**config.mk**
```make
export PLATFORM = sky130hd
export DESIGN_NAME = dual_issue_core
export DESIGN_NICKNAME = d
export VERILOG_FILES = /design/src/core_pkg.sv /design/src/steer_fsm.sv /design/src/decode_stage.sv /design/src/register_file.sv /design/src/execute_stage.sv /design/src/dual_issue_core.sv
export SDC_FILE = /design/constraint.sdc
export NUM_CORES = 2
export LEC_CHECK = 0
export ABC_CLOCK_PERIOD_IN_PS = 6300
export BUFFER_PORTS_ARGS = -buffer_cell sky130_fd_sc_hd__buf_2
export CAP_MARGIN = 20
export CORE_MARGIN = 1
export CORE_UTILIZATION = 35
export CTS_CLUSTER_DIAMETER = 100
export CTS_CLUSTER_SIZE = 12
export DETAILED_ROUTE_END_ITERATION = 8
export SYNTH_ARGS = -nofsm -noshare
export SYNTH_HDL_FRONTEND = slang
export SYNTH_HIERARCHICAL = 1
export SYNTH_SLANG_ARGS = --single-unit
```
**constraint.sdc**
```tcl
create_clock -name clk -period 6.3 [get_ports clk]
set_clock_uncertainty 0.15 [all_clocks]
set_input_delay 1.26 -clock clk [delete_from_list [all_inputs] [get_ports clk]]
set_output_delay 1.26 -clock clk [all_outputs]
set_load 0.01 [all_outputs]
```
**src/core_pkg.sv**
```systemverilog
`default_nettype none

package core_pkg;

  localparam int NUM_REGS = 32;

  // instruction field positions
  localparam int OPCODE_MSB = 31;
  localparam int OPCODE_LSB = 26;
  localparam int RS_MSB     = 25;
  localparam int RS_LSB     = 21;
  localparam int RT_MSB     = 20;
  localparam int RT_LSB     = 16;
  localparam int RD_MSB     = 15;
  localparam int RD_LSB     = 11;
  localparam int SHAMT_MSB  = 10;
  localparam int SHAMT_LSB  = 6;
  localparam int IMM_MSB    = 15;
  localparam int IMM_LSB    = 0;

  typedef logic [31:0] data_t;
  typedef logic [31:0] inst_t;
  typedef logic [4:0]  reg_addr_t;
  typedef logic [15:0] imm_t;
  typedef logic [4:0]  shamt_t;

  typedef enum logic [5:0] {
    OP_NOP  = 6'h00,
    OP_ADD  = 6'h01,
    OP_SUB  = 6'h02,
    OP_AND  = 6'h03,
    OP_OR   = 6'h04,
    OP_XOR  = 6'h05,
    // rd = rs << shamt
    OP_SLL  = 6'h06,
    OP_ADDI = 6'h08,
    OP_ORI  = 6'h09
  } opcode_e;

  typedef enum logic [2:0] {
    ALU_ADD = 3'd0,
    ALU_SUB = 3'd1,
    ALU_AND = 3'd2,
    ALU_OR  = 3'd3,
    ALU_XOR = 3'd4,
    ALU_SLL = 3'd5
  } alu_op_e;

  typedef struct packed {
    logic  valid;
    inst_t inst;
  } issue_slot_t;

  typedef struct packed {
    logic      valid;
    reg_addr_t rs;
    reg_addr_t rt;
    reg_addr_t dst;
    data_t     rs_data;
    data_t     rt_data;
    imm_t      imm;
    shamt_t    shamt;
    alu_op_e   alu_op;
    logic      alu_src;
    logic      reg_write;
  } id_ex_t;

  typedef struct packed {
    logic      valid;
    logic      reg_write;
    reg_addr_t dst;
    data_t     data;
  } wb_t;

  ////////////////////////////////////////////////////////////
  // decode helpers shared by steering and decode

  function automatic opcode_e opcode_of(inst_t inst);
    return opcode_e'(inst[OPCODE_MSB:OPCODE_LSB]);
  endfunction

  // unknown opcodes behave as nop
  function automatic logic writes_reg(opcode_e op);
    case (op)
      OP_ADD, OP_SUB, OP_AND, OP_OR, OP_XOR, OP_SLL, OP_ADDI, OP_ORI: return 1'b1;
      default: return 1'b0;
    endcase
  endfunction

  // immediate ops write rt, register ops write rd
  function automatic reg_addr_t dest_reg(inst_t inst);
    case (opcode_of(inst))
      OP_ADDI, OP_ORI: return inst[RT_MSB:RT_LSB];
      default: return inst[RD_MSB:RD_LSB];
    endcase
  endfunction

  function automatic logic wb_writes(wb_t wb);
    return wb.valid && wb.reg_write && (wb.dst != '0);
  endfunction

endpackage

`default_nettype wire

```
**src/steer_fsm.sv**
```systemverilog
`timescale 1ns/1ns
`default_nettype none

module steer_fsm (
  input  wire                          clk,
  input  wire                          rst_n,
  input  wire                          fetch_valid,
  input  wire core_pkg::inst_t [1:0]   fetch_pair,
  output logic                         fetch_ready,
  output core_pkg::issue_slot_t        issue0,
  output core_pkg::issue_slot_t        issue1
);

  typedef enum logic {
    PAIR,
    SECOND
  } state_e;

  state_e state;
  state_e state_next;

  core_pkg::inst_t     held_inst;
  core_pkg::reg_addr_t dst0;
  core_pkg::reg_addr_t rs1;
  core_pkg::reg_addr_t rt1;
  logic                writes0;
  logic                accept;
  logic                dep;

  assign fetch_ready = (state == PAIR);
  assign accept      = fetch_valid && fetch_ready;

  ////////////////////////////////////////////////////////////
  // intra-pair dependency

  assign dst0    = core_pkg::dest_reg(fetch_pair[0]);
  assign writes0 = core_pkg::writes_reg(core_pkg::opcode_of(fetch_pair[0]));
  assign rs1     = fetch_pair[1][core_pkg::RS_MSB:core_pkg::RS_LSB];
  assign rt1     = fetch_pair[1][core_pkg::RT_MSB:core_pkg::RT_LSB];

  // r0 writes never create a dependency
  assign dep = writes0 && (dst0 != '0) && ((rs1 == dst0) || (rt1 == dst0));

  always_comb begin
    state_next = state;
    case (state)
      PAIR: begin
        if (accept && dep) begin
          state_next = SECOND;
        end
      end
      SECOND: state_next = PAIR;
      default: state_next = PAIR;
    endcase
  end

  ////////////////////////////////////////////////////////////
  // issue registers

  always_ff @(posedge clk) begin
    if (!rst_n) begin
      state        <= PAIR;
      issue0.valid <= 1'b0;
      issue1.valid <= 1'b0;
    end else begin
      state <= state_next;
      if (state == SECOND) begin
        // slot 1 of a split pair goes alone on pipe 1
        issue0.valid <= 1'b0;
        issue1.valid <= 1'b1;
        issue1.inst  <= held_inst;
      end else begin
        issue0.valid <= accept;
        issue0.inst  <= fetch_pair[0];
        issue1.valid <= accept && !dep;
        issue1.inst  <= fetch_pair[1];
      end
    end
  end

  // held copy of slot 1 while slot 0 goes first
  always_ff @(posedge clk) begin
    if (accept && dep) begin
      held_inst <= fetch_pair[1];
    end
  end

endmodule

`default_nettype wire

```
**src/decode_stage.sv**
```systemverilog
`timescale 1ns/1ns
`default_nettype none

module decode_stage (
  input  wire                          clk,
  input  wire                          rst_n,
  input  wire core_pkg::issue_slot_t   issue,
  output core_pkg::reg_addr_t          rs_addr,
  output core_pkg::reg_addr_t          rt_addr,
  input  wire core_pkg::data_t         rs_data,
  input  wire core_pkg::data_t         rt_data,
  output core_pkg::id_ex_t             id_ex
);

  core_pkg::opcode_e op;
  core_pkg::alu_op_e alu_op;
  logic              alu_src;
  logic              reg_write;
  core_pkg::id_ex_t  id_ex_d;

  assign op = core_pkg::opcode_of(issue.inst);

  // register reads go out straight from the issue slot
  assign rs_addr = issue.inst[core_pkg::RS_MSB:core_pkg::RS_LSB];
  assign rt_addr = issue.inst[core_pkg::RT_MSB:core_pkg::RT_LSB];

  assign reg_write = issue.valid && core_pkg::writes_reg(op);

  ////////////////////////////////////////////////////////////
  // control

  always_comb begin
    alu_op  = core_pkg::ALU_ADD;
    alu_src = 1'b0;
    case (op)
      core_pkg::OP_ADD: alu_op = core_pkg::ALU_ADD;
      core_pkg::OP_SUB: alu_op = core_pkg::ALU_SUB;
      core_pkg::OP_AND: alu_op = core_pkg::ALU_AND;
      core_pkg::OP_OR:  alu_op = core_pkg::ALU_OR;
      core_pkg::OP_XOR: alu_op = core_pkg::ALU_XOR;
      core_pkg::OP_SLL: alu_op = core_pkg::ALU_SLL;
      core_pkg::OP_ADDI: begin
        alu_op  = core_pkg::ALU_ADD;
        alu_src = 1'b1;
      end
      core_pkg::OP_ORI: begin
        alu_op  = core_pkg::ALU_OR;
        alu_src = 1'b1;
      end
      default: begin
        alu_op  = core_pkg::ALU_ADD;
        alu_src = 1'b0;
      end
    endcase
  end

  always_comb begin
    id_ex_d.valid     = issue.valid;
    id_ex_d.rs        = rs_addr;
    id_ex_d.rt        = rt_addr;
    id_ex_d.dst       = core_pkg::dest_reg(issue.inst);
    id_ex_d.rs_data   = rs_data;
    id_ex_d.rt_data   = rt_data;
    id_ex_d.imm       = issue.inst[core_pkg::IMM_MSB:core_pkg::IMM_LSB];
    id_ex_d.shamt     = issue.inst[core_pkg::SHAMT_MSB:core_pkg::SHAMT_LSB];
    id_ex_d.alu_op    = alu_op;
    id_ex_d.alu_src   = alu_src;
    id_ex_d.reg_write = reg_write;
  end

  ////////////////////////////////////////////////////////////
  // id/ex register

  always_ff @(posedge clk) begin
    if (!rst_n) begin
      id_ex.valid     <= 1'b0;
      id_ex.reg_write <= 1'b0;
    end else begin
      id_ex <= id_ex_d;
    end
  end

endmodule

`default_nettype wire

```
**src/register_file.sv**
```systemverilog
`timescale 1ns/1ns
`default_nettype none

module register_file #(
  parameter core_pkg::data_t RESET_VALUE = '0
) (
  input  wire                              clk,
  input  wire                              rst_n,
  input  wire core_pkg::reg_addr_t [3:0]   rd_addr,
  output core_pkg::data_t [3:0]            rd_data,
  input  wire core_pkg::wb_t               wr0,
  input  wire core_pkg::wb_t               wr1
);

  core_pkg::data_t regs [core_pkg::NUM_REGS];

  logic wr0_en;
  logic wr1_en;

  assign wr0_en = core_pkg::wb_writes(wr0);
  assign wr1_en = core_pkg::wb_writes(wr1);

  // wr1 is the younger result and lands last
  always_ff @(posedge clk) begin
    if (!rst_n) begin
      for (int i = 0; i < core_pkg::NUM_REGS; i++) begin
        regs[i] <= RESET_VALUE;
      end
    end else begin
      if (wr0_en) begin
        regs[wr0.dst] <= wr0.data;
      end
      if (wr1_en) begin
        regs[wr1.dst] <= wr1.data;
      end
    end
  end

  // read ports with same-cycle write bypass
  always_comb begin
    for (int p = 0; p < 4; p++) begin
      if (rd_addr[p] == '0) begin
        rd_data[p] = '0;
      end else if (wr1_en && (wr1.dst == rd_addr[p])) begin
        rd_data[p] = wr1.data;
      end else if (wr0_en && (wr0.dst == rd_addr[p])) begin
        rd_data[p] = wr0.data;
      end else begin
        rd_data[p] = regs[rd_addr[p]];
      end
    end
  end

endmodule

`default_nettype wire

```
**src/execute_stage.sv**
```systemverilog
`timescale 1ns/1ns
`default_nettype none

module execute_stage (
  input  wire                      clk,
  input  wire                      rst_n,
  input  wire core_pkg::id_ex_t    id_ex,
  input  wire core_pkg::wb_t       fwd0,
  input  wire core_pkg::wb_t       fwd1,
  output core_pkg::wb_t            wb
);

  core_pkg::data_t op_a;
  core_pkg::data_t op_rt;
  core_pkg::data_t op_b;
  core_pkg::data_t result;

  ////////////////////////////////////////////////////////////
  // forwarding

  // newest value wins since pipe 1 is younger than pipe 0
  function automatic core_pkg::data_t forward(
    core_pkg::reg_addr_t addr,
    core_pkg::data_t     reg_value,
    core_pkg::wb_t       f0,
    core_pkg::wb_t       f1
  );
    if (core_pkg::wb_writes(f1) && (f1.dst == addr)) begin
      return f1.data;
    end
    if (core_pkg::wb_writes(f0) && (f0.dst == addr)) begin
      return f0.data;
    end
    return reg_value;
  endfunction

  assign op_a  = forward(id_ex.rs, id_ex.rs_data, fwd0, fwd1);
  assign op_rt = forward(id_ex.rt, id_ex.rt_data, fwd0, fwd1);

  // immediate is zero extended
  assign op_b = id_ex.alu_src ? {16'h0000, id_ex.imm} : op_rt;

  ////////////////////////////////////////////////////////////
  // alu

  always_comb begin
    case (id_ex.alu_op)
      core_pkg::ALU_ADD: result = op_a + op_b;
      core_pkg::ALU_SUB: result = op_a - op_b;
      core_pkg::ALU_AND: result = op_a & op_b;
      core_pkg::ALU_OR:  result = op_a | op_b;
      core_pkg::ALU_XOR: result = op_a ^ op_b;
      core_pkg::ALU_SLL: result = op_a << id_ex.shamt;
      default:           result = '0;
    endcase
  end

  // writeback register
  always_ff @(posedge clk) begin
    if (!rst_n) begin
      wb.valid     <= 1'b0;
      wb.reg_write <= 1'b0;
    end else begin
      wb.valid     <= id_ex.valid;
      wb.reg_write <= id_ex.valid && id_ex.reg_write;
      wb.dst       <= id_ex.dst;
      wb.data      <= result;
    end
  end

endmodule

`default_nettype wire

```
**src/dual_issue_core.sv**
```systemverilog
`timescale 1ns/1ns
`default_nettype none

module dual_issue_core #(
  parameter core_pkg::data_t RESET_VALUE = '0
) (
  input  wire                          clk,
  input  wire                          rst_n,
  input  wire                          fetch_valid,
  input  wire core_pkg::inst_t [1:0]   fetch_pair,
  output logic                         fetch_ready,
  output core_pkg::wb_t                wb0,
  output core_pkg::wb_t                wb1
);

  core_pkg::issue_slot_t         issue0;
  core_pkg::issue_slot_t         issue1;
  core_pkg::id_ex_t              id_ex0;
  core_pkg::id_ex_t              id_ex1;
  core_pkg::reg_addr_t [3:0]     rd_addr;
  core_pkg::data_t [3:0]         rd_data;

  steer_fsm steer_fsm_inst (
    .clk         (clk),
    .rst_n       (rst_n),
    .fetch_valid (fetch_valid),
    .fetch_pair  (fetch_pair),
    .fetch_ready (fetch_ready),
    .issue0      (issue0),
    .issue1      (issue1)
  );

  ////////////////////////////////////////////////////////////
  // read ports 0/1 serve pipe 0 and 2/3 serve pipe 1

  decode_stage decode_stage0_inst (
    .clk     (clk),
    .rst_n   (rst_n),
    .issue   (issue0),
    .rs_addr (rd_addr[0]),
    .rt_addr (rd_addr[1]),
    .rs_data (rd_data[0]),
    .rt_data (rd_data[1]),
    .id_ex   (id_ex0)
  );

  decode_stage decode_stage1_inst (
    .clk     (clk),
    .rst_n   (rst_n),
    .issue   (issue1),
    .rs_addr (rd_addr[2]),
    .rt_addr (rd_addr[3]),
    .rs_data (rd_data[2]),
    .rt_data (rd_data[3]),
    .id_ex   (id_ex1)
  );

  register_file #(
    .RESET_VALUE (RESET_VALUE)
  ) register_file_inst (
    .clk     (clk),
    .rst_n   (rst_n),
    .rd_addr (rd_addr),
    .rd_data (rd_data),
    .wr0     (wb0),
    .wr1     (wb1)
  );

  ////////////////////////////////////////////////////////////
  // both execute pipes see both writeback registers

  execute_stage execute_stage0_inst (
    .clk   (clk),
    .rst_n (rst_n),
    .id_ex (id_ex0),
    .fwd0  (wb0),
    .fwd1  (wb1),
    .wb    (wb0)
  );

  execute_stage execute_stage1_inst (
    .clk   (clk),
    .rst_n (rst_n),
    .id_ex (id_ex1),
    .fwd0  (wb0),
    .fwd1  (wb1),
    .wb    (wb1)
  );

endmodule

`default_nettype wire

```
# Word level (Yosys, flattened, before mapping)

Memories as Yosys holds them, arrays and structs flattened. A register that Yosys moved wholly into a read port is not among the register bits.
Index checks and enable logic that the tools add are counted.

Flip-flop bits (word level): 261
Memory bits (writable): 1,024
Bits in read-only memories: 48
Memories kept: 4

Add/subtract/negate cells: 4
Eq/ne operators: 36
Shifts and indexed selects: 2
Mux-type cells: 60
Bitwise logic cells: 8
Reduce and logical (&&, ||, !) cells: 44

Memories:

| name                    | words | width | rd ports | clocked after memory_dff | write ports | line                | RTL |
|---|---|---|---|---|---|---|---|
| register_file_inst.regs | 32    | 32    | 4        | 4                        | 32          | register_file.sv:15 | `core_pkg::data_t regs [core_pkg::NUM_REGS];` |
| (name not given)        | 16    | 1     | 1        | 1                        | 0           | core_pkg.sv:84      | `case (op)` |
| (name not given)        | 16    | 1     | 1        | 1                        | 0           | core_pkg.sv:84      |  |
| (name not given)        | 16    | 1     | 1        | 0                        | 0           | core_pkg.sv:84      |  |

Operators with widths:

| kind                                                            | count |
|---|---|
| 32-bit two-way mux                                              | 20 |
| 32-bit case mux with 6 select lines                             | 2 |
| 32-bit adder                                                    | 2 |
| 32-bit bitwise AND                                              | 2 |
| 32-bit OR                                                       | 2 |
| 32-bit OR reduction                                             | 2 |
| 32-bit by 5-bit left shift with 32-bit output                   | 2 |
| 32-bit subtractor                                               | 2 |
| 32-bit bitwise XOR                                              | 2 |
| 5-bit == test                                                   | 10 |
| 6-bit by 3-bit == test with 1-bit output, second input constant | 6 |
| 6-bit by 4-bit == test with 1-bit output, second input constant | 6 |
| 33-bit two-way mux                                              | 1 |
| 3-bit case mux with 5 select lines                              | 2 |
| 1-bit two-way mux                                               | 27 |
| 5-bit two-way mux                                               | 5 |
| 6-bit by 2-bit == test with 1-bit output, second input constant | 4 |
| 1-bit logical AND                                               | 21 |
| 5-bit logical NOT                                               | 4 |
| 5-bit nonzero test                                              | 3 |
| 3-bit by 2-bit == test with 1-bit output, second input constant | 4 |
| 3-bit == test, second input constant                            | 4 |
| 2-bit OR reduction                                              | 6 |
| 4-bit two-way mux                                               | 2 |
| 8 further kinds                                                 | 13 |

# Longest topological paths before layout

Depth in word-level cells: 10
Mapped depth: 26
Gate-level depth less buffers: 23

# By module

The synthesis kept the hierarchy.

By module, submodules not included:

| module                              | times used | cells an instance | area an instance (um^2) | sequential area each (um^2) |
|---|---|---|---|---|
| register_file                       | 1          | 6,692             | 78,999.5                | 30,749.5 |
| execute_stage (execute_stage1_inst) | 1          | 1,187             | 9,325.2                 | 1,151.1 |
| execute_stage (execute_stage0_inst) | 1          | 1,135             | 8,734.6                 | 1,151.1 |
| decode_stage                        | 2          | 143               | 3,324.4                 | 3,012.9 |
| steer_fsm                           | 1          | 209               | 3,817.4                 | 2,942.8 |

# Least setup slack after synthesis

Ideal clock, no wire load.

Path type: register -> register
Start point: reg execute_stage1_inst/wb[32] (netlist name)
End point: reg execute_stage0_inst/wb[30] (netlist name) (data pin)
Data arrival time: 5.670 ns
Path slack: 0.208 ns
Stages on the path, launching flop included: 22
Path buffers: 2
Cells stage by stage: edfxtp_1 > xor2_1 > or4_1 > buf_2 > nor2_1 > clkbuf_1 > a211oi_1 > o31a_1 > ha_1 > nor2_1 > xor2_1 > ha_1 > nor2b_1 > o31a_1 > o31a_1 > nor4_1 > o41a_1 > o21a_1 > a311oi_1 > o41ai_1 > o211ai_1 > or4_1

Longest elaborated chain between the ends: 8
Elaborated cells on any way between the ends: 18

RTL lines:

| element                                         | line                | RTL |
|---|---|---|
| from (decl)                                     | execute_stage.sv:10 | `output core_pkg::wb_t wb` |
| 5-bit nonzero test                              | core_pkg.sv:99      | `return wb.valid && wb.reg_write && (wb.dst != '0);` |
| 1-bit logical AND                               | core_pkg.sv:99      |  |
| 1-bit logical AND                               | execute_stage.sv:28 | `if (core_pkg::wb_writes(f1) && (f1.dst == addr)) begin` |
| 1-bit two-way mux                               | execute_stage.sv:28 |  |
| 32-bit two-way mux                              | execute_stage.sv:31 | `if (core_pkg::wb_writes(f0) && (f0.dst == addr)) begin` |
| 32-bit two-way mux                              | execute_stage.sv:41 | `assign op_b = id_ex.alu_src ? {16'h0000, id_ex.imm} : op_rt;` |
| 32-bit subtractor, or another cell as far along | execute_stage.sv:49 | `core_pkg::ALU_SUB: result = op_a - op_b;` |
| 32-bit case mux with 6 select lines *           | execute_stage.sv:47 | `case (id_ex.alu_op)` |
| net execute_stage0_inst.result[30]              | execute_stage.sv:16 | `core_pkg::data_t result;` |
| to (decl)                                       | execute_stage.sv:10 |  |

The timed path passes the listed nets; every way through them passes the cells marked *.
A chain may end at the register's enable or synchronous reset.

# Final worst setup path

Start point: reg execute_stage1_inst/wb[34] (netlist name)
End point: reg execute_stage1_inst/wb[20] (netlist name) (data pin)

Longest elaborated chain between the ends: 8
Elaborated cells on any way between the ends: 18

RTL lines:

| element                                         | line |
|---|---|
| 5-bit nonzero test                              | core_pkg.sv:99 |
| 1-bit logical AND                               | core_pkg.sv:99 |
| 1-bit logical AND                               | execute_stage.sv:28 |
| 1-bit two-way mux                               | execute_stage.sv:28 |
| 32-bit two-way mux                              | execute_stage.sv:31 |
| 32-bit two-way mux                              | execute_stage.sv:41 |
| 32-bit subtractor, or another cell as far along | execute_stage.sv:49 |
| 32-bit case mux with 6 select lines *           | execute_stage.sv:47 |
| net execute_stage1_inst.result[20]              | execute_stage.sv:16 |

Marked as above.

==> flow_summary_export.csv <==
group,metric,value,unit
drt,dr.pass1.iters,9,
drt,ant_nets,0,
power,peakVddDrop,0.000176,V
yosys,netlist_area,0.108,mm^2
die,fp.dieH,556,um
layout,fin_util,39.3,%
drt,met2WireLength,240000,um
timing,worst_pin_slew,1.26,ns
clock_network,cts.sinks,1403,
worst_setup_path,startpoint_type,"register",
yosys,yosys_most_used_dff,"edfxtp_1",
placement,hpwl,363000,um
global_routing,grt_start_max_net_pins,159,
clock_network,cts-htree-levels,4,
die,design.core.area,0.306,mm^2
timing,setup_viol,0,
yosys,synthCells,9509,
global_routing,grt_pass1_wl,727000,um
worst_setup_path,crit_path_end_kind,"register",
worst_setup_path,cp.required,6.69,ns
yosys,async_flop_share,0,%
placement,pre_cts_slack,-0.379,ns
power,p_total,27400,uW
layout,fin_nets,9740,
timing,max_freq,163,MHz
timing,whs,0.272,ns
timing,fin_crit_sh,97.2,%
run_status,violations,"DRC",
die,die-area,0.309,mm^2
yosys,syn_area_per_cell,11.3,um^2
drt,top_layer_used,"met5",
die,io_pins,146,
timing,hold_viol_final,0,
yosys,synth_edf_count,1392,
power,leakage,0.0437,uW
yosys,yosysTopAreaCell,"edfxtp_1",
layout,area_growth,11.8,%
worst_setup_path,cp.arrival,6.51,ns
global_routing,gr-total-overflow,0,
global_routing,antenna_found_initial,37,
drt,drt_wl_total,533000,um
drt,first_iter_violations,16600,
flow_run,maxCapViolations,0,
yosys,ys_top_cells_by_area,"edfxtp_1, mux4_2, mux2i_1, a22o_1, nand2_1",
timing,setup_slack,0.179,ns
yosys,synth_top_cell_area_share,38.9,%
clock_network,cts_root_buf,"clkbuf_16",
global_routing,grt_use_total,33.1,%
clock_network,cts_buffers,147,
drt,drc,24,
global_routing,grt_pass1_vias,88400,
drt,dr_wl_met3,72900,um
drt,vias,95100,
worst_setup_path,cp_max_fo,11,
worst_hold_path,min_path_type,"register to register",
timing,slew_viol_final,0,
placement,gp_congestion,1.01,
yosys,synth.yosys.seq_area_share,39.1,%
timing,period_needed,6.12,ns
timing,slew_headroom,15.9,%
clock_network,cts.clk_slew.worst_paths,0.07,ns
clock_network,cts_hold_buffers,0,
yosys,yosysUniqueCellTypes,112,
drt,wire_per_inst,39.2,um
placement,io_buffer_count,145,
drt,wl_met1,193000,um
clock_network,clk_latency,0.89,ns
clock_network,clk_path_buf_depth,4,
yosys,ys_seq_elements,1403,
drt,vias_per_cell,6.99,
timing,rsz0062_at_grt,"true",
layout,drive_gt1_share,23.4,%
run_status,status,"complete, but fails checks",
clock_network,cts_tree,"yes",
die,core.rowCount,203,
yosys,ys_warn_count,6,
worst_setup_path,crit_type,"register to register",
die,die_w,556,um
die,initial_core_util,35.2,%
power,powerDensity,228,mW/mm^2
## synthesized netlist by cell type, types with 48 or more instances
cell	instances
ha_1	192
a21oi_1	285
edfxtp_1	1392
a221oi_1	129
o21ai_0	232
buf_2	272
o21ai_1	206
a311oi_1	138
nor3_1	74
clkbuf_1	682
nand2_1	1015
o221ai_1	210
buf_4	74
inv_1	210
a211oi_1	48
a22o_1	869
nand4_1	73
mux2i_1	1009
mux2_2	184
nor2_1	243
o31ai_1	49
nand3_1	145
buf_1	123
a31oi_1	48
xnor2_1	150
mux4_2	641
o22ai_1	128
## registers in the layout, summed over array words and instances (netlist names)
register                  cells
steer_fsm_inst/state          1
steer_fsm_inst/issue1        33
steer_fsm_inst/issue0        33
register_file_inst/regs    1024
decode_stage0_inst/id_ex    101
execute_stage1_inst/wb       39
execute_stage0_inst/wb       39
steer_fsm_inst/held_inst     32
decode_stage1_inst/id_ex    101
## final timing paths
path,from,end,slack (ns),depth (start not counted)
hold / removal,steer_fsm_inst/issue1[4],decode_stage1_inst/id_ex[14],0.27,0
setup reg to reg,execute_stage1_inst/wb[34],execute_stage1_inst/wb[20],0.18,26
setup / recovery,execute_stage1_inst/wb[34],execute_stage1_inst/wb[20],0.18,26
hold reg to reg,steer_fsm_inst/issue1[4],decode_stage1_inst/id_ex[14],0.27,0
## layout by cell type (no fill, tap or decap), types with 40 or more instances in the layout
master / count
buf_2: 144
nand2_1: 1012
o22ai_1: 128
a21oi_1: 278
o21ai_0: 220
mux2_2: 184
nor3_1: 65
nor2_1: 189
a22o_1: 869
nor2_4: 42
mux2i_1: 1009
a211oi_1: 40
edfxtp_1: 1392
buf_12: 60
ha_1: 191
o21ai_1: 214
o221ai_1: 210
a221oi_1: 129
o31ai_1: 45
nand3_1: 143
clkbuf_16: 149
a311oi_1: 134
nand3b_1: 43
mux4_2: 641
inv_1: 210
nand4_1: 73
xnor2_1: 149
buf_4: 749
a22oi_1: 40
o211ai_1: 41
a31oi_1: 46
xor2_1: 46
## per-stage QoR
stage | instance area [um^2] | setup TNS (ns) | std cells
finish | 120000 | 0 | 13600
global route | 120000 | -0.120 | 13600
CTS | 120000 | -0.0357 | 13600
detailed placement | 116000 | -0.799 | 13400
global placement | 116000 | -1.28 | 13400
floorplan | 108000 | 0 | 9540
## per-layer routing
layer | vias up | GRT usage, %
li1 | 37700 | -
met1 | 48100 | 41.4
met2 | 7831 | 53.0
met3 | 1422 | 10.5
met4 | 24 | 13.2
met5 | - | 0
## cell families (layout without fill, tap and decap cells)
family | Yosys count | after routing | synth area share (%)
DFF | 1403 | 1403 | 39.1
AOI/OAI and AO/OA | 2677 | 2677 | 19.1
buffers and inverters | 1382 | 1350 | 5.52
and+or+nand+nor | 1821 | 1821 | 7.70
adders and majority gates | 194 | 194 | 2.27
muxes | 1834 | 1834 | 24.7
xor gates and xnor gates | 197 | 197 | 1.61
other | 1 | 43 | 0.00349
## cell type report
cell class | count | area, um^2
sequential | 1403 | 42000
clock buffer | 160 | 3770
multi-input combinational | 6755 | 60600
inverter | 214 | 803
antenna | 11 | 27.5
fill | 29200 | 186000
tap | 4100 | 5130
timing repair buffer | 958 | 7650
clock inverter | 18 | 196
## where the power goes
part | total, uW | internal, uW | switching [uW]
registers | 11400 | 10800 | 624
clock network | 8340 | 4320 | 4020
logic | 7660 | 2580 | 5070
## worst max-delay path, stage by stage (launching register included)
cell and delay [ns]:
edfxtp_1 0.41, or4_4 0.57, o211ai_4 0.25, or2_4 0.20, buf_12 0.14, buf_4 0.11, a311oi_1 0.07, buf_4 0.20
a2111oi_4 0.39, buf_4 0.19, nand4_4 0.14, buf_4 0.19, o21ai_0 0.18, xnor2_1 0.17, ha_1 0.28, buf_4 0.16
a21oi_1 0.13, o21ai_0 0.10, a211o_1 0.27, buf_4 0.15, a31oi_1 0.25, nand2b_1 0.16, a31oi_1 0.15, a31oi_2 0.29
xnor2_2 0.17, a21oi_1 0.19, o21ai_1 0.15
## repair_timing
action	in CTS	in global routing
setup endpoints to repair	7	23
pin swaps	0	39
buffers inserted	1	13
gates resized for setup	21	76
No activity file was read; power rests on OpenSTA's default activity.
